===== src/hdl/execPkg.sv =====
package execPkg;

    // ------------------------------
    // Datapath width
    // ------------------------------
    localparam int XLEN = 32;                      // Data and address width

    // ------------------------------
    // ALU operations
    // ------------------------------
    // Encoded as {funct7[5], funct3} so decode can cast the instruction bits directly
    typedef enum logic [3:0] {
        ADD  = 4'b0000,                            // Also used for addresses and LUI/AUIPC/JAL
        SUB  = 4'b1000,
        SLL  = 4'b0001,
        SLT  = 4'b0010,                            // Signed compare
        SLTU = 4'b0011,                            // Unsigned compare
        XOR  = 4'b0100,
        SRL  = 4'b0101,
        SRA  = 4'b1101,                            // Arithmetic right shift
        OR   = 4'b0110,
        AND  = 4'b0111
    } aluOp_e;

    // ALU control field coming from decode
    localparam logic [1:0] ALU_CTRL_ADD   = 2'b00; // Force an addition
    localparam logic [1:0] ALU_CTRL_FUNCT = 2'b01; // Decode from funct3 and funct7

    // ------------------------------
    // Memory access
    // ------------------------------
    // Taken from funct3[1:0] and driven unchanged onto the bus width field
    typedef enum logic [1:0] {
        BYTE = 2'b00,
        HALF = 2'b01,
        WORD = 2'b10
    } memWidth_e;

    // Load/store unit handshake states
    typedef enum logic {
        IDLE     = 1'b0,                           // No access outstanding
        WAIT_GNT = 1'b1                            // Request held until the bus grants
    } lsuState_e;

endpackage


===== src/hdl/alu.sv =====
`timescale 1ns/1ps

module alu (
    input  logic [execPkg::XLEN-1:0] i_op1,
    input  logic [execPkg::XLEN-1:0] i_op2,
    input  execPkg::aluOp_e          i_opcode,
    output logic [execPkg::XLEN-1:0] o_res
);

    // ------------------------------
    // Shared terms
    // ------------------------------
    logic [4:0]               shamt;             // Only the low five bits shift
    logic                     ltSigned;
    logic                     ltUnsigned;
    logic [execPkg::XLEN-1:0] sraRes;

    assign shamt      = i_op2[4:0];
    assign ltSigned   = $signed(i_op1) < $signed(i_op2);
    assign ltUnsigned = i_op1 < i_op2;
    assign sraRes     = $unsigned($signed(i_op1) >>> shamt); // Sign bit fills from the left

    // ------------------------------
    // Operation select
    // ------------------------------
    always_comb begin
        case (i_opcode)
            execPkg::ADD: begin
                o_res = i_op1 + i_op2;
            end
            execPkg::SUB: begin
                o_res = i_op1 - i_op2;
            end
            execPkg::SLL: begin
                o_res = i_op1 << shamt;
            end
            execPkg::SLT: begin
                o_res = {{(execPkg::XLEN-1){1'b0}}, ltSigned};   // Result is 0 or 1
            end
            execPkg::SLTU: begin
                o_res = {{(execPkg::XLEN-1){1'b0}}, ltUnsigned};
            end
            execPkg::XOR: begin
                o_res = i_op1 ^ i_op2;
            end
            execPkg::SRL: begin
                o_res = i_op1 >> shamt;                          // Zero fill
            end
            execPkg::SRA: begin
                o_res = sraRes;
            end
            execPkg::OR: begin
                o_res = i_op1 | i_op2;
            end
            execPkg::AND: begin
                o_res = i_op1 & i_op2;
            end
            default: begin
                o_res = '0;                                      // Unused encodings give zero
            end
        endcase
    end

endmodule


===== src/hdl/execute.sv =====
`timescale 1ns/1ps

module execute (
    input  logic                     i_CLK,
    input  logic                     i_rst,
    input  logic                     i_en,

    // Decoded instruction
    input  logic [execPkg::XLEN-1:0] i_pc,
    input  logic [2:0]               i_funct3,
    input  logic [6:0]               i_funct7,
    input  logic [4:0]               i_rdPtr,
    input  logic [execPkg::XLEN-1:0] i_rs1,
    input  logic [execPkg::XLEN-1:0] i_rs2,
    input  logic [execPkg::XLEN-1:0] i_immVal,
    input  logic [1:0]               i_aluOp,
    input  logic                     i_regWe,
    input  logic                     i_memWe,
    input  logic                     i_memRe,
    input  logic                     i_imm,
    input  logic                     i_jal,
    input  logic                     i_lui,
    input  logic                     i_auipc,

    // Writeback
    output logic [execPkg::XLEN-1:0] o_rd,
    output logic [4:0]               o_rdPtr,
    output logic                     o_regWe,
    output logic                     o_busy,

    // Bus
    input  logic [execPkg::XLEN-1:0] i_lsuRdata,
    output logic [execPkg::XLEN-1:0] o_lsuWdata,
    output logic [execPkg::XLEN-1:0] o_lsuAddr,
    output logic                     o_lsuWe,
    output execPkg::memWidth_e       o_lsuHb,
    output logic                     o_lsuReq,
    input  logic                     i_lsuGnt
);

    // ------------------------------
    // ALU
    // ------------------------------
    logic [execPkg::XLEN-1:0] aluOp1;
    logic [execPkg::XLEN-1:0] aluOp2;
    logic [execPkg::XLEN-1:0] aluRes;
    execPkg::aluOp_e          aluOpcode;

    always_comb begin
        if (i_aluOp == execPkg::ALU_CTRL_FUNCT) begin
            aluOpcode = execPkg::aluOp_e'({i_funct7[5] & ~i_imm, i_funct3}); // Immediates ignore funct7
        end else begin
            aluOpcode = execPkg::ADD;
        end
    end

    always_comb begin
        if (i_auipc || i_jal) begin
            aluOp1 = i_pc;
        end else if (i_lui) begin
            aluOp1 = '0;                           // LUI passes the immediate through
        end else begin
            aluOp1 = i_rs1;
        end
    end

    assign aluOp2 = i_imm ? i_immVal : i_rs2;

    alu u_alu (
        .i_op1    (aluOp1),
        .i_op2    (aluOp2),
        .i_opcode (aluOpcode),
        .o_res    (aluRes)
    );

    // ------------------------------
    // Load/store unit
    // ------------------------------
    logic                     memOp;
    logic                     lsuStart;
    logic                     lsuDone;
    logic [execPkg::XLEN-1:0] lsuRdata;
    logic [4:0]               pendPtr;
    logic                     pendWe;

    assign memOp    = i_memRe || i_memWe;
    assign lsuStart = i_en && memOp;

    lsu u_lsu (
        .i_CLK      (i_CLK),
        .i_rst      (i_rst),
        .i_start    (lsuStart),
        .i_we       (i_memWe),
        .i_addr     (aluRes),                  // Address is rs1 plus the immediate
        .i_wdata    (i_rs2),
        .i_width    (execPkg::memWidth_e'(i_funct3[1:0])),
        .i_uload    (i_funct3[2]),
        .o_rdata    (lsuRdata),
        .o_done     (lsuDone),
        .o_busy     (o_busy),
        .i_lsuRdata (i_lsuRdata),
        .o_lsuWdata (o_lsuWdata),
        .o_lsuAddr  (o_lsuAddr),
        .o_lsuWe    (o_lsuWe),
        .o_lsuHb    (o_lsuHb),
        .o_lsuReq   (o_lsuReq),
        .i_lsuGnt   (i_lsuGnt)
    );

    // Destination of the access in flight
    always_ff @(posedge i_CLK) begin
        if (i_rst) begin
            pendWe  <= 1'b0;
            pendPtr <= '0;
        end else if (lsuStart) begin
            pendWe  <= i_regWe && i_memRe;         // Stores never write back
            pendPtr <= i_rdPtr;
        end
    end

    // ------------------------------
    // Writeback register
    // ------------------------------
    always_ff @(posedge i_CLK) begin
        if (i_rst) begin
            o_rd    <= '0;
            o_rdPtr <= '0;
            o_regWe <= 1'b0;
        end else if (lsuDone) begin
            o_rd    <= lsuRdata;                   // Load data lands the cycle after grant
            o_rdPtr <= pendPtr;
            o_regWe <= pendWe;
        end else if (i_en && !memOp) begin
            o_rd    <= aluRes;
            o_rdPtr <= i_rdPtr;
            o_regWe <= i_regWe;
        end else begin
            o_regWe <= 1'b0;                       // Pulse lasts a single cycle
        end
    end

    // Decode has to hold off while a bus access is outstanding
    assert property (@(posedge i_CLK) disable iff (i_rst) i_en |-> !o_busy);

endmodule


===== src/hdl/lsu.sv =====
`timescale 1ns/1ps

module lsu (
    input  logic                     i_CLK,
    input  logic                     i_rst,

    // Core side
    input  logic                     i_start,
    input  logic                     i_we,
    input  logic [execPkg::XLEN-1:0] i_addr,
    input  logic [execPkg::XLEN-1:0] i_wdata,
    input  execPkg::memWidth_e       i_width,
    input  logic                     i_uload,
    output logic [execPkg::XLEN-1:0] o_rdata,
    output logic                     o_done,
    output logic                     o_busy,

    // Bus side
    input  logic [execPkg::XLEN-1:0] i_lsuRdata,
    output logic [execPkg::XLEN-1:0] o_lsuWdata,
    output logic [execPkg::XLEN-1:0] o_lsuAddr,
    output logic                     o_lsuWe,
    output execPkg::memWidth_e       o_lsuHb,
    output logic                     o_lsuReq,
    input  logic                     i_lsuGnt
);

    execPkg::lsuState_e       state;
    logic                     weQ;
    logic [execPkg::XLEN-1:0] addrQ;
    logic [execPkg::XLEN-1:0] wdataQ;
    execPkg::memWidth_e       widthQ;
    logic                     uloadQ;
    logic [execPkg::XLEN-1:0] wdataLanes;
    logic [execPkg::XLEN-1:0] rdShift;
    logic                     capture;

    assign capture = i_start;

    // ------------------------------
    // Handshake FSM
    // ------------------------------
    always_ff @(posedge i_CLK) begin
        if (i_rst) begin
            state <= execPkg::IDLE;
            weQ   <= 1'b0;
        end else begin
            case (state)
                execPkg::IDLE: begin
                    if (i_start) begin
                        state <= execPkg::WAIT_GNT;       // Request goes out next cycle
                        weQ   <= i_we;
                    end
                end
                execPkg::WAIT_GNT: begin
                    if (i_lsuGnt) begin
                        state <= execPkg::IDLE;           // Access completes on this edge
                        weQ   <= 1'b0;
                    end
                end
                default: begin
                    state <= execPkg::IDLE;
                end
            endcase
        end
    end

    // Store data is replicated so the addressed lane always carries it
    always_comb begin
        case (i_width)
            execPkg::BYTE: wdataLanes = {4{i_wdata[7:0]}};
            execPkg::HALF: wdataLanes = {2{i_wdata[15:0]}};
            default:       wdataLanes = i_wdata;
        endcase
    end

    always_ff @(posedge i_CLK) begin
        if (capture) begin
            addrQ  <= i_addr;
            wdataQ <= wdataLanes;
            widthQ <= i_width;
            uloadQ <= i_uload;
        end
    end

    assign o_lsuReq   = (state == execPkg::WAIT_GNT);
    assign o_busy     = o_lsuReq;
    assign o_done     = o_lsuReq && i_lsuGnt;      // Pulse on the grant edge
    assign o_lsuAddr  = addrQ;                     // Full byte address goes to the bus
    assign o_lsuWdata = wdataQ;
    assign o_lsuWe    = weQ;
    assign o_lsuHb    = widthQ;

    // ------------------------------
    // Load extraction
    // ------------------------------
    assign rdShift = i_lsuRdata >> {addrQ[1:0], 3'b000}; // Move the addressed lane to bit 0

    always_comb begin
        case (widthQ)
            execPkg::BYTE: begin
                o_rdata = {{(execPkg::XLEN-8){~uloadQ & rdShift[7]}}, rdShift[7:0]};
            end
            execPkg::HALF: begin
                o_rdata = {{(execPkg::XLEN-16){~uloadQ & rdShift[15]}}, rdShift[15:0]};
            end
            default: begin
                o_rdata = i_lsuRdata;
            end
        endcase
    end

    // ------------------------------
    // Checks
    // ------------------------------
    // The bus may take any number of cycles and nothing may move while it waits
    assert property (@(posedge i_CLK) disable iff (i_rst)
        (o_lsuReq && !i_lsuGnt) |=> (o_lsuReq && $stable(o_lsuAddr) && $stable(o_lsuWe)
            && $stable(o_lsuHb) && $stable(o_lsuWdata)));

    // Addresses come from the ALU in the execute stage
    assert property (@(posedge i_CLK) disable iff (i_rst)
        (capture && i_width == execPkg::HALF) |-> !i_addr[0]);
    assert property (@(posedge i_CLK) disable iff (i_rst)
        (capture && i_width == execPkg::WORD) |-> (i_addr[1:0] == 2'b00));

endmodule


===== config.mk =====
export PLATFORM = sky130hd
export DESIGN_NAME = execute
export DESIGN_NICKNAME = d
export VERILOG_FILES = /design/src/hdl/execPkg.sv /design/src/hdl/alu.sv /design/src/hdl/execute.sv /design/src/hdl/lsu.sv
export SDC_FILE = /design/constraint.sdc
export NUM_CORES = 1
export LEC_CHECK = 0
export BUFFER_PORTS_ARGS = -buffer_cell sky130_fd_sc_hd__buf_4
export CAP_MARGIN = 20
export CORE_ASPECT_RATIO = 1.1
export CORE_MARGIN = 2
export CORE_UTILIZATION = 50
export DETAILED_ROUTE_END_ITERATION = 6
export PLACE_DENSITY = 0.81
export SYNTH_ARGS = -nofsm -noshare
export SYNTH_HDL_FRONTEND = slang
export SYNTH_HIERARCHICAL = 1
export SYNTH_SLANG_ARGS = --single-unit

===== constraint.sdc =====
create_clock -name i_CLK -period 9.3 [get_ports i_CLK]
set_input_delay 0.93 -clock i_CLK [delete_from_list [all_inputs] [get_ports i_CLK]]
set_output_delay 0.93 -clock i_CLK [all_outputs]
set_load 0.03 [all_outputs]

== Yosys cells after proc, flatten, opt, wreduce, memory -nomap -nowiden ==
Index checks and enable logic that the tools add are counted.

* Register bits: 113
* Input port bits: 188
* Output and inout port bits: 107
* Logic and storage cells: 73

* $add $sub $neg: 2
* Magnitude comparators: 2
* Equal/unequal tests: 14
* Shift operators: 4
* Muxes and demuxes: 19
* Bitwise gates (word level): 9
* Reductions and logical operators: 12

{| class="wikitable"
|+ Operators by type and width
! cell !! number
|-
| case mux 32 bit (10 select lines) || 1
|-
| two-way mux 32 bit || 5
|-
| case mux 32 bit (2 select lines) || 2
|-
| < comparator 32 bit || 2
|-
| adder 32 bit || 1
|-
| AND 32 bit || 1
|-
| OR 32 bit || 1
|-
| << shifter 32 x 5 -> 32 bit || 1
|-
| right shift 32 x 5 -> 16 bit || 1
|-
| right shift 32 x 5 -> 32 bit || 1
|-
| >>> shifter 32 x 5 -> 32 bit || 1
|-
| subtractor 32 bit || 1
|-
| XOR 32 bit || 1
|-
| equality test 4 x 3 -> 1 bit (second input constant) || 4
|-
| two-way mux 5 bit || 2
|-
| equality test 4 x 2 -> 1 bit (second input constant) || 2
|-
| equality test 4 bit (second input constant) || 2
|-
| equality test 2 x 1 -> 1 bit (second input constant) || 3
|-
| two-way mux 1 bit || 6
|-
| equality test 4 x 1 -> 1 bit (second input constant) || 1
|-
| logical AND 1 bit || 4
|-
| zero test 2 bit || 2
|-
| zero test 4 bit || 1
|-
| two-way mux 4 bit || 1
|-
| other kinds (8) || 15
|}

== Logic depth before layout (Yosys ltp) ==
Gate-level depths: netlist of run 1.

* Depth after elaboration: 7
* Mapped depth: 20
* Mapped depth without buffers: 17

== By module ==
The synthesis of run 1 kept the hierarchy.

{| class="wikitable"
|+ Modules (own cells, without submodules)
! module !! instances !! cells an instance !! area each (sq um) !! seq. area each (sq um)
|-
| alu || 1 || 1278 || 8734.6 || 0.0
|-
| lsu || 1 || 231 || 3141.8 || 2052.0
|-
| execute || 1 || 344 || 3075.4 || 880.8
|}

== Worst setup path after synthesis of run 1 ==
Ideal clock, no wire load.

* Path kind: input port to flip-flop
* From: in i_imm
* To: reg o_rd[30] (netlist name)
* Library setup time: 146 ps
* Arrival time: 5339 ps
* Data required time: 9154 ps
* Setup slack: 3815 ps
* Stages on the path: 19
* Path buffers: 5
* Path through: clkbuf_1 buf_2 mux2_2 inv_1 buf_2 buf_1 clkbuf_1 ha_1 o21ba_1 or4_1 a31oi_1 o311ai_2 a21oi_2 nand4b_1 a31oi_1 mux2i_1 or3b_1 mux2i_1 a211oi_2

* Elaborated cells on any way between the ends: 25
* Those cells by class: 2 x add/sub; 9 x eq/ne; 3 x shift; 5 x mux; 5 x bitwise; 1 x reduce/logical

{| class="wikitable"
|+ RTL lines
! element !! RTL line !! RTL
|-
| from (decl) || execute.sv:20 || <nowiki>input logic i_imm,</nowiki>
|-
| two-way mux 32 bit * || execute.sv:67 || <nowiki>assign aluOp2 = i_imm ? i_immVal : i_rs2;</nowiki>
|-
| via aluOp2 (one bit) || execute.sv:45 || <nowiki>logic [execPkg::XLEN-1:0] aluOp2;</nowiki>
|-
| subtractor 32 bit, or another cell as far along || alu.sv:32 || <nowiki>o_res = i_op1 - i_op2;</nowiki>
|-
| case mux 32 bit (10 select lines) * || alu.sv:27 || <nowiki>case (i_opcode)</nowiki>
|-
| via aluRes (one bit) || execute.sv:46 || <nowiki>logic [execPkg::XLEN-1:0] aluRes;</nowiki>
|-
| two-way mux 32 bit * || execute.sv:133 || <nowiki>end else if (i_en && !memOp) begin</nowiki>
|-
| two-way mux 32 bit * || execute.sv:129 || <nowiki>end else if (lsuDone) begin</nowiki>
|-
| to (signal assigned) || execute.sv:130 || <nowiki>o_rd <= lsuRdata;</nowiki>
|-
| to (signal assigned) || execute.sv:134 || <nowiki>o_rd <= aluRes;</nowiki>
|-
| to (decl) || execute.sv:26 || <nowiki>output logic [execPkg::XLEN-1:0] o_rd,</nowiki>
|}

The timed path passes the listed nets; every way through them passes the cells marked *. The select of a mux whose other input is x is not followed.
A chain may end at the register's enable or synchronous reset.

== Worst setup path after layout of run 1 ==
* From: in i_imm
* To: reg o_rd[31] (netlist name)

Same word-level chain as after synthesis.

==> results by group, run 1 <==
Cells and area
  – Multi-input gate area in the final layout: between 0.01 and 0.015 sq mm
  – Share of layout cells above drive strength 1: 26.3%
  – Sequential Area: 0.00293 sq mm
  – Fillers: 2,598
  – NumNets Final: 2,353
  – Area Overhead vs Synth: 19.7%
  – Commonest non-fill, non-tap cell in the layout: buf_4
  – Most used cells in the layout excluding fill and tap cells: buf_4 (343), nor2_1 (184), nand2_1 (174)

Logic synthesis
  – Top cell type's share of synthesized area: 13.5%
  – Synthesized flop and latch total: 113
  – Area contributors post-synth: edfxtp_1 (13%), ha_1 (8.1%), mux4_2 (6.5%)
  – Register area share after synthesis: roughly a fifth
  – Compound-gate portion of the synthesized area: between 20 and 30%
  – Post-Synthesis Cells: 1,853
  – Largest family of logic cells by synthesized area: compound AO/OA/AOI/OAI gates
  – Syn. warnings: 6
  – Main synth FF type: edfxtp_1
  – Post-synthesis simple-gate area fraction: 17.5%
  – Adder-cell share of the synthesized area: 8.38%
  – Post-Synth XOR/XNOR Area: less than 1%
  – Mapped cell area: ~0.015 sq mm
  – Asr flop ratio synth: 0%
  – Syn avg cell area: about 8 sq um
  – Cell taking the most area after synthesis: edfxtp_1
  – Number of flops mapped to enable cells by yosys: 67
  – Synthesized net count: ~2,100
  – Multiplexer share of the synthesized area: 18.2%
  – Synth unique cells: just under 100

Clock tree
  – Hold_buf cts: 0
  – Worst-Skew Late Latency: 420 ps
  – Post-cts resize count: 0
  – Total setup buffers inserted after CTS: 0
  – Root Driver: clkbuf_16
  – CTS clk-pin slew, worst paths: around 60 ps
  – CTS tree: yes
  – Clock Path Buffers: 2
  – CTS H-tree depth: 4
  – Cts bufs inserted: 17
  – Clock sinks: ~110

Route
  – Routed wire length per instance: ~25 microns
  – Post-route ant nets: 0
  – DRC Markers: 5
  – Via count: 16,400
  – Post-DR vias/cell: 6.67
  – DR pass1 iterations: 7
  – Initial DRC Count: 2,548
  – Final WL: 60.4 mm

Placed design
  – Worst Setup Slack post-DPL: 3220 ps
  – Global placement routability congestion: 1.04
  – PortBufs: 288
  – DP HPWL: 45.9 mm

Power
  – Peak supply drop: ~0.11 mV
  – Clk pwr share: between 20% and 30%
  – Cell Int Power: 1500 uW
  – Leak: 0.00744 uW
  – Combinational Power Share: 50.5%
  – Switching power: 1110 uW
  – Switching share of power: 42.4%
  – Total Power: 2610 uW
  – Sequential Power Share: approximately a quarter
  – Pwr dens: 146 mW/mm^2

STA
  – Setup ws final: 3340 ps
  – Fin crit period: 5960 ps
  – Max Fclk: between 150 and 200 MHz
  – Unrepaired setup endpoints after global routing: false
  – Worst-Margin Slew: between 1000 and 1500 ps
  – Final setup viols: 0
  – Fin Setup TNS: 0 ps
  – Endpoints failing hold: 0
  – Fin Clk Skew: slightly above 10 ps
  – Rel. slew slack: between 10% and 20%
  – Final Max Slew Viols: 0
  – Final Cycle Share: between 60% and 70%

Floorplan
  – FP Rows: 66
  – Ports: around 300
  – Die W: 169 microns
  – Initial Util: slightly above 50%
  – Die Ht: 185 microns
  – Core area: 0.0295 sq mm
  – Die Area: 0.0313 sq mm

Global route
  – Vias in the first global route: ~15,000
  – Grt met1 use: 47.0%
  – Met3 Resource Use GR: under 10%
  – First-pass GRT wire length: slightly above 90 mm
  – Grt peak-use layer: met2
  – Initial antenna violation count: 1
  – GRT Total Usage: 37.9%
  – Met2 Track Usage GR: 61.6%
  – Overflow after GRT: 0
  – Largest net degree at the start of global routing: between 70 and 80

Critical path
  – Critical path origin: i_imm
  – Critical path capture point: o_rd[31]
  – Crit. End Element: register
  – Reg2reg path depth: 5
  – Startpoint Class: input pin
  – Critical path class: input pin to register
  – Reg2reg setup slack: 6550 ps
  – Crit path required time: 9630 ps
  – Worst-path maximum fanout: 61
  – Crit path DAT: 6290 ps
  – Reg2reg end: o_rd[31]
  – Reg2reg start: u_lsu/o_lsuAddr[1]

Run
  – Max Cap Viol: 0

Run status
  – Outcome: complete, but fails checks
  – Failing checks: DRC

Worst hold path
  – Hold Path Class: register to register
  – Hold Startpoint: u_lsu/o_lsuWe
per-stage QoR:
stage | instance area (sq um) | hold WS [ps] | utilization, % | std cells
after CTS | 17900 | 484 | 60.7 | 2453
after detailed placement | 17300 | 476 | 58.7 | 2421
after floorplan | 15000 | 454 | - | 1853
after global placement | 17300 | 462 | 58.7 | 2421
after global routing | 17900 | 509 | 60.7 | 2453
final | 17900 | 495 | 60.7 | 2454
layer usage:
layer  part of all wire (%)  vias up
met1                     38     7694
li1                       -     7316
met5                      0        -
met2                     45     1127
met4                    7.4        0
met3                    9.9      227
worst max-delay path: stages:
cell      delay [ps]
buf_4            370
mux2_2           390
buf_4            320
clkinv_1         100
buf_4            560
ha_1             430
nand2_1           90
o21ai_0          180
a21oi_1          420
o21ai_0          280
a31o_2           370
a21oi_1          380
nor3_1           140
o41ai_1          750
mux2i_1          220
a211oi_2         270
Yosys cell counts, drive strengths merged (5+ instances only):
library cell	count
mux2	63
xnor2	10
and2	11
o22ai	16
a221o	8
a211o	9
inv	100
nand3	17
a221oi	17
nand3b	6
dfxtp	46
a31oi	11
a21oi	132
nor2b	16
o221ai	12
o2111ai	9
a311oi	7
nand4	5
nor3	81
mux4	47
nand2	174
o31ai	20
o211ai	18
clkbuf	79
and3	6
o21bai	19
edfxtp	67
a31o	5
a22oi	17
buf	70
a21o	13
o21a	7
o21ai	163
nand2b	44
mux2i	94
ha	97
a211oi	77
nor2	185
or3	7
nor4	8
worst min-delay path by stage:
stage,slack (ps),depth (start not counted),endpoint
global route,510,2,u_lsu/o_lsuWe
finish,500,2,u_lsu/o_lsuWe
floorplan,450,2,pendWe
global placement,460,2,u_lsu/o_lsuWe
CTS,480,2,u_lsu/o_lsuWe
detailed placement,480,2,u_lsu/o_lsuWe
kinds of logic after synthesis:
logic type               Yosys count
AO/OA/AOI/OAI                    604
XOR/XNOR                          10
adder cells (fa/ha/maj)           99
buffers and inverters            251
flip-flops                       113
multiplexers                     204
AND/OR/NAND/NOR                  572
sequential cells by signal, summed over array words and instances (netlist names):
name and count:
o_rd 32, u_lsu/o_lsuAddr 32, u_lsu/o_lsuWdata 32, o_rdPtr 5
pendPtr 5, u_lsu/o_lsuHb 2, o_regWe 1, pendWe 1
u_lsu/o_busy 1, u_lsu/o_lsuWe 1, u_lsu/uloadQ 1
power by group through the flow:
stage,combinational [uW],clock (uW),sequential (uW)
after floorplan,754,0,740
after global placement,1250,0,638
after detailed placement,1270,0,640
after CTS,1280,667,629
after global routing,1390,689,634
final,1320,662,630
layout make-up:
cell class	count	area share (%)
multi-input combinational	1489	61.1
clock inverter	12	0.741
clock buffer	20	2.56
timing repair buffer	343	14.4
antenna	1	0.0140
sequential	113	16.4
tap	374	2.62
inverter	102	2.14
Power figures use the tool's default switching activity.
==> run 2, diff against run 1 <==
--- a/config.mk
+++ b/config.mk
@@ -11,7 +11,7 @@
 export CORE_MARGIN = 2
 export CORE_UTILIZATION = 50
 export DETAILED_ROUTE_END_ITERATION = 6
-export PLACE_DENSITY = 0.81
+export PLACE_DENSITY = 0.84
 export SYNTH_ARGS = -nofsm -noshare
 export SYNTH_HDL_FRONTEND = slang
 export SYNTH_HIERARCHICAL = 1
==> constraint.sdc (replaced) <==
create_clock -name i_CLK -period 4.8 [get_ports i_CLK]
set_input_delay 0.48 -clock i_CLK [delete_from_list [all_inputs] [get_ports i_CLK]]
set_output_delay 0.48 -clock i_CLK [all_outputs]
set_load 0.03 [all_outputs]
==> results by group, run 2 (synthesis results as in run 1) <==
Run status
  – Outcome: finished clean

Clock tree
  – Cts bufs inserted: 17
  – CTS clk-pin slew, worst paths: roughly 60 ps
  – Root Driver: clkbuf_16
  – Clock Path Buffers: 2
  – Worst-Skew Late Latency: 430 ps
  – Clock sinks: approximately 110
  – CTS H-tree depth: 4
  – Hold_buf cts: 0
  – CTS tree: yes
  – Post-cts resize count: 0
  – Total setup buffers inserted after CTS: 0

Route
  – Initial DRC Count: 2,427
  – Routed wire length per instance: 25.6 microns
  – Final WL: 64.5 mm
  – Via count: 16,800
  – DR pass1 iterations: 6
  – Post-DR vias/cell: 6.67
  – Post-route ant nets: 0
  – DRC Markers: 0

STA
  – Endpoints failing hold: 0
  – Fin crit period: 4540 ps
  – Final setup viols: 0
  – Rel. slew slack: 21.9%
  – Setup ws final: around 260 ps
  – Worst-Margin Slew: 1170 ps
  – Max Fclk: 220 MHz
  – Unrepaired setup endpoints after global routing: false
  – Fin Setup TNS: 0 ps
  – Final Max Slew Viols: 0
  – Fin Clk Skew: 7.39 ps
  – Final Cycle Share: 94.6%

Critical path
  – Cell family contributing the most delay on the critical path: compound AO/OA/AOI/OAI gates
  – Startpoint Class: input pin
  – Crit. End Element: register
  – Crit path DAT: 4890 ps
  – Reg2reg setup slack: approximately 1900 ps
  – Reg2reg path depth: 5
  – Worst Path Buf+Inv: 4
  – Crit path top cell by count: buf_4
  – Stages on worst setup path: 18
  – Critical path cell sequence: buf_4, or2_2, buf_12, o21ai_0, inv_1, fa_1, o21ba_1, or4_1, a31oi_1, o311ai_2, a21oi_2, buf_4, o21a_1, a31o_2, o2111ai_1, o311ai_1, mux2i_1, a211oi_2
  – Critical path origin: i_jal
  – Crit path required time: 5140 ps
  – Worst-path maximum fanout: 20
  – Reg2reg start: u_lsu/o_lsuAddr[1]
  – Slowest-stage cell, CP: fa_1
  – Critical Path Max Stage Delay: 480 ps
  – Critical path class: input pin to register
  – Reg2reg end: o_rd[16]
  – Critical path capture point: o_rd[26]

Cells and area
  – Most used cells in the layout excluding fill and tap cells: buf_4 (406), nor2_1 (185), nand2_1 (174)
  – Share of layout cells above drive strength 1: around 29%
  – Fillers: 2,642
  – Core Util, Final: 62.6%
  – Antenna cells: 0
  – Commonest non-fill, non-tap cell in the layout: buf_4
  – NumNets Final: about 2,400
  – Design area: 0.0185 sq mm
  – Area Overhead vs Synth: 23.4%

Power
  – Pwr dens: 284 mW/mm^2
  – Total Power: 5230 uW
  – Peak supply drop: 0.225 mV
  – Leak: between 0.007 and 0.008 uW

Placed design
  – Worst Setup Slack post-DPL: -35.0 ps
  – DP HPWL: 50.5 mm
  – Placement Cell Area: 0.0178 sq mm
  – PortBufs: ~290
  – Global placement routability congestion: 1.07

Floorplan
  – FP Rows: 66
  – Ports: 295
  – Initial Util: 50.7%
  – Core area: between 0.02 and 0.03 sq mm
  – Die Ht: 185 microns
  – Die W: 169 microns
  – Die Area: roughly 0.031 sq mm

Global route
  – First-pass GRT wire length: 96.6 mm
  – Overflow after GRT: 0
  – Vias in the first global route: about 16,000
  – Initial antenna violation count: 0
  – GRT Total Usage: between 40% and 50%
  – Largest net degree at the start of global routing: 79

Worst hold path
  – Hold Startpoint: i_rs2[0]
  – Hold Path Class: input pin to register

Run
  – Max Cap Viol: 0
## run 2: cell types whose count changed in the layout (fill, tap and decap cells not counted), sizes merged
cell	before	now
buf	343	409
clkinv	7	5
bufinv	2	3
diode	1	0
inv	100	101
## run 2: through the flow
| step | hold slack, ps | std cells |
|---|---|---|
| 2_1_floorplan | 454 | 1853 |
| 3_3_place_gp | 464 | 2487 |
| 5_1_grt | 266 | 2519 |
| 4_1_cts | 261 | 2519 |
| 6_report | 276 | 2519 |
| 3_5_place_dp | 490 | 2487 |
## run 2: worst min path at each step
stage / endpoint / slack, ps / cells after the start
after global placement: u_lsu/o_lsuWe / 460 / 2
after floorplan: pendWe / 450 / 2
after CTS: u_lsu/o_lsuWdata[2] / 260 / 1
after detailed placement: pendPtr[2] / 490 / 2
final: u_lsu/o_lsuWdata[0] / 280 / 1
after global routing: u_lsu/o_lsuWdata[1] / 270 / 1
## run 2: per-layer routing
layer,part of all wire [%],GRT usage (%),up-vias
li1,-,-,7466
met2,45,65.7,1136
met4,7.0,25.7,0
met1,38,50.3,7990
met5,0,0,-
met3,9.5,6.75,202
## run 2: final cells by class
cell class	count	area [sq um]	share of cell area, %
Clock buffer	20	468	2.54
Clock inverter	12	154	0.834
Inverter	102	383	2.08
Multi-Input combinational cell	1489	10900	59.3
Sequential cell	113	2930	15.9
Tap cell	374	468	2.54
Timing Repair Buffer	409	3110	16.8
## run 2: power breakdown
group          switching [uW]  leakage, uW  internal, uW  total (uW)
logic                    1640      0.00648          1020        2650
clock network             495     0.000288           861        1360
registers                59.5      0.00102          1160        1220
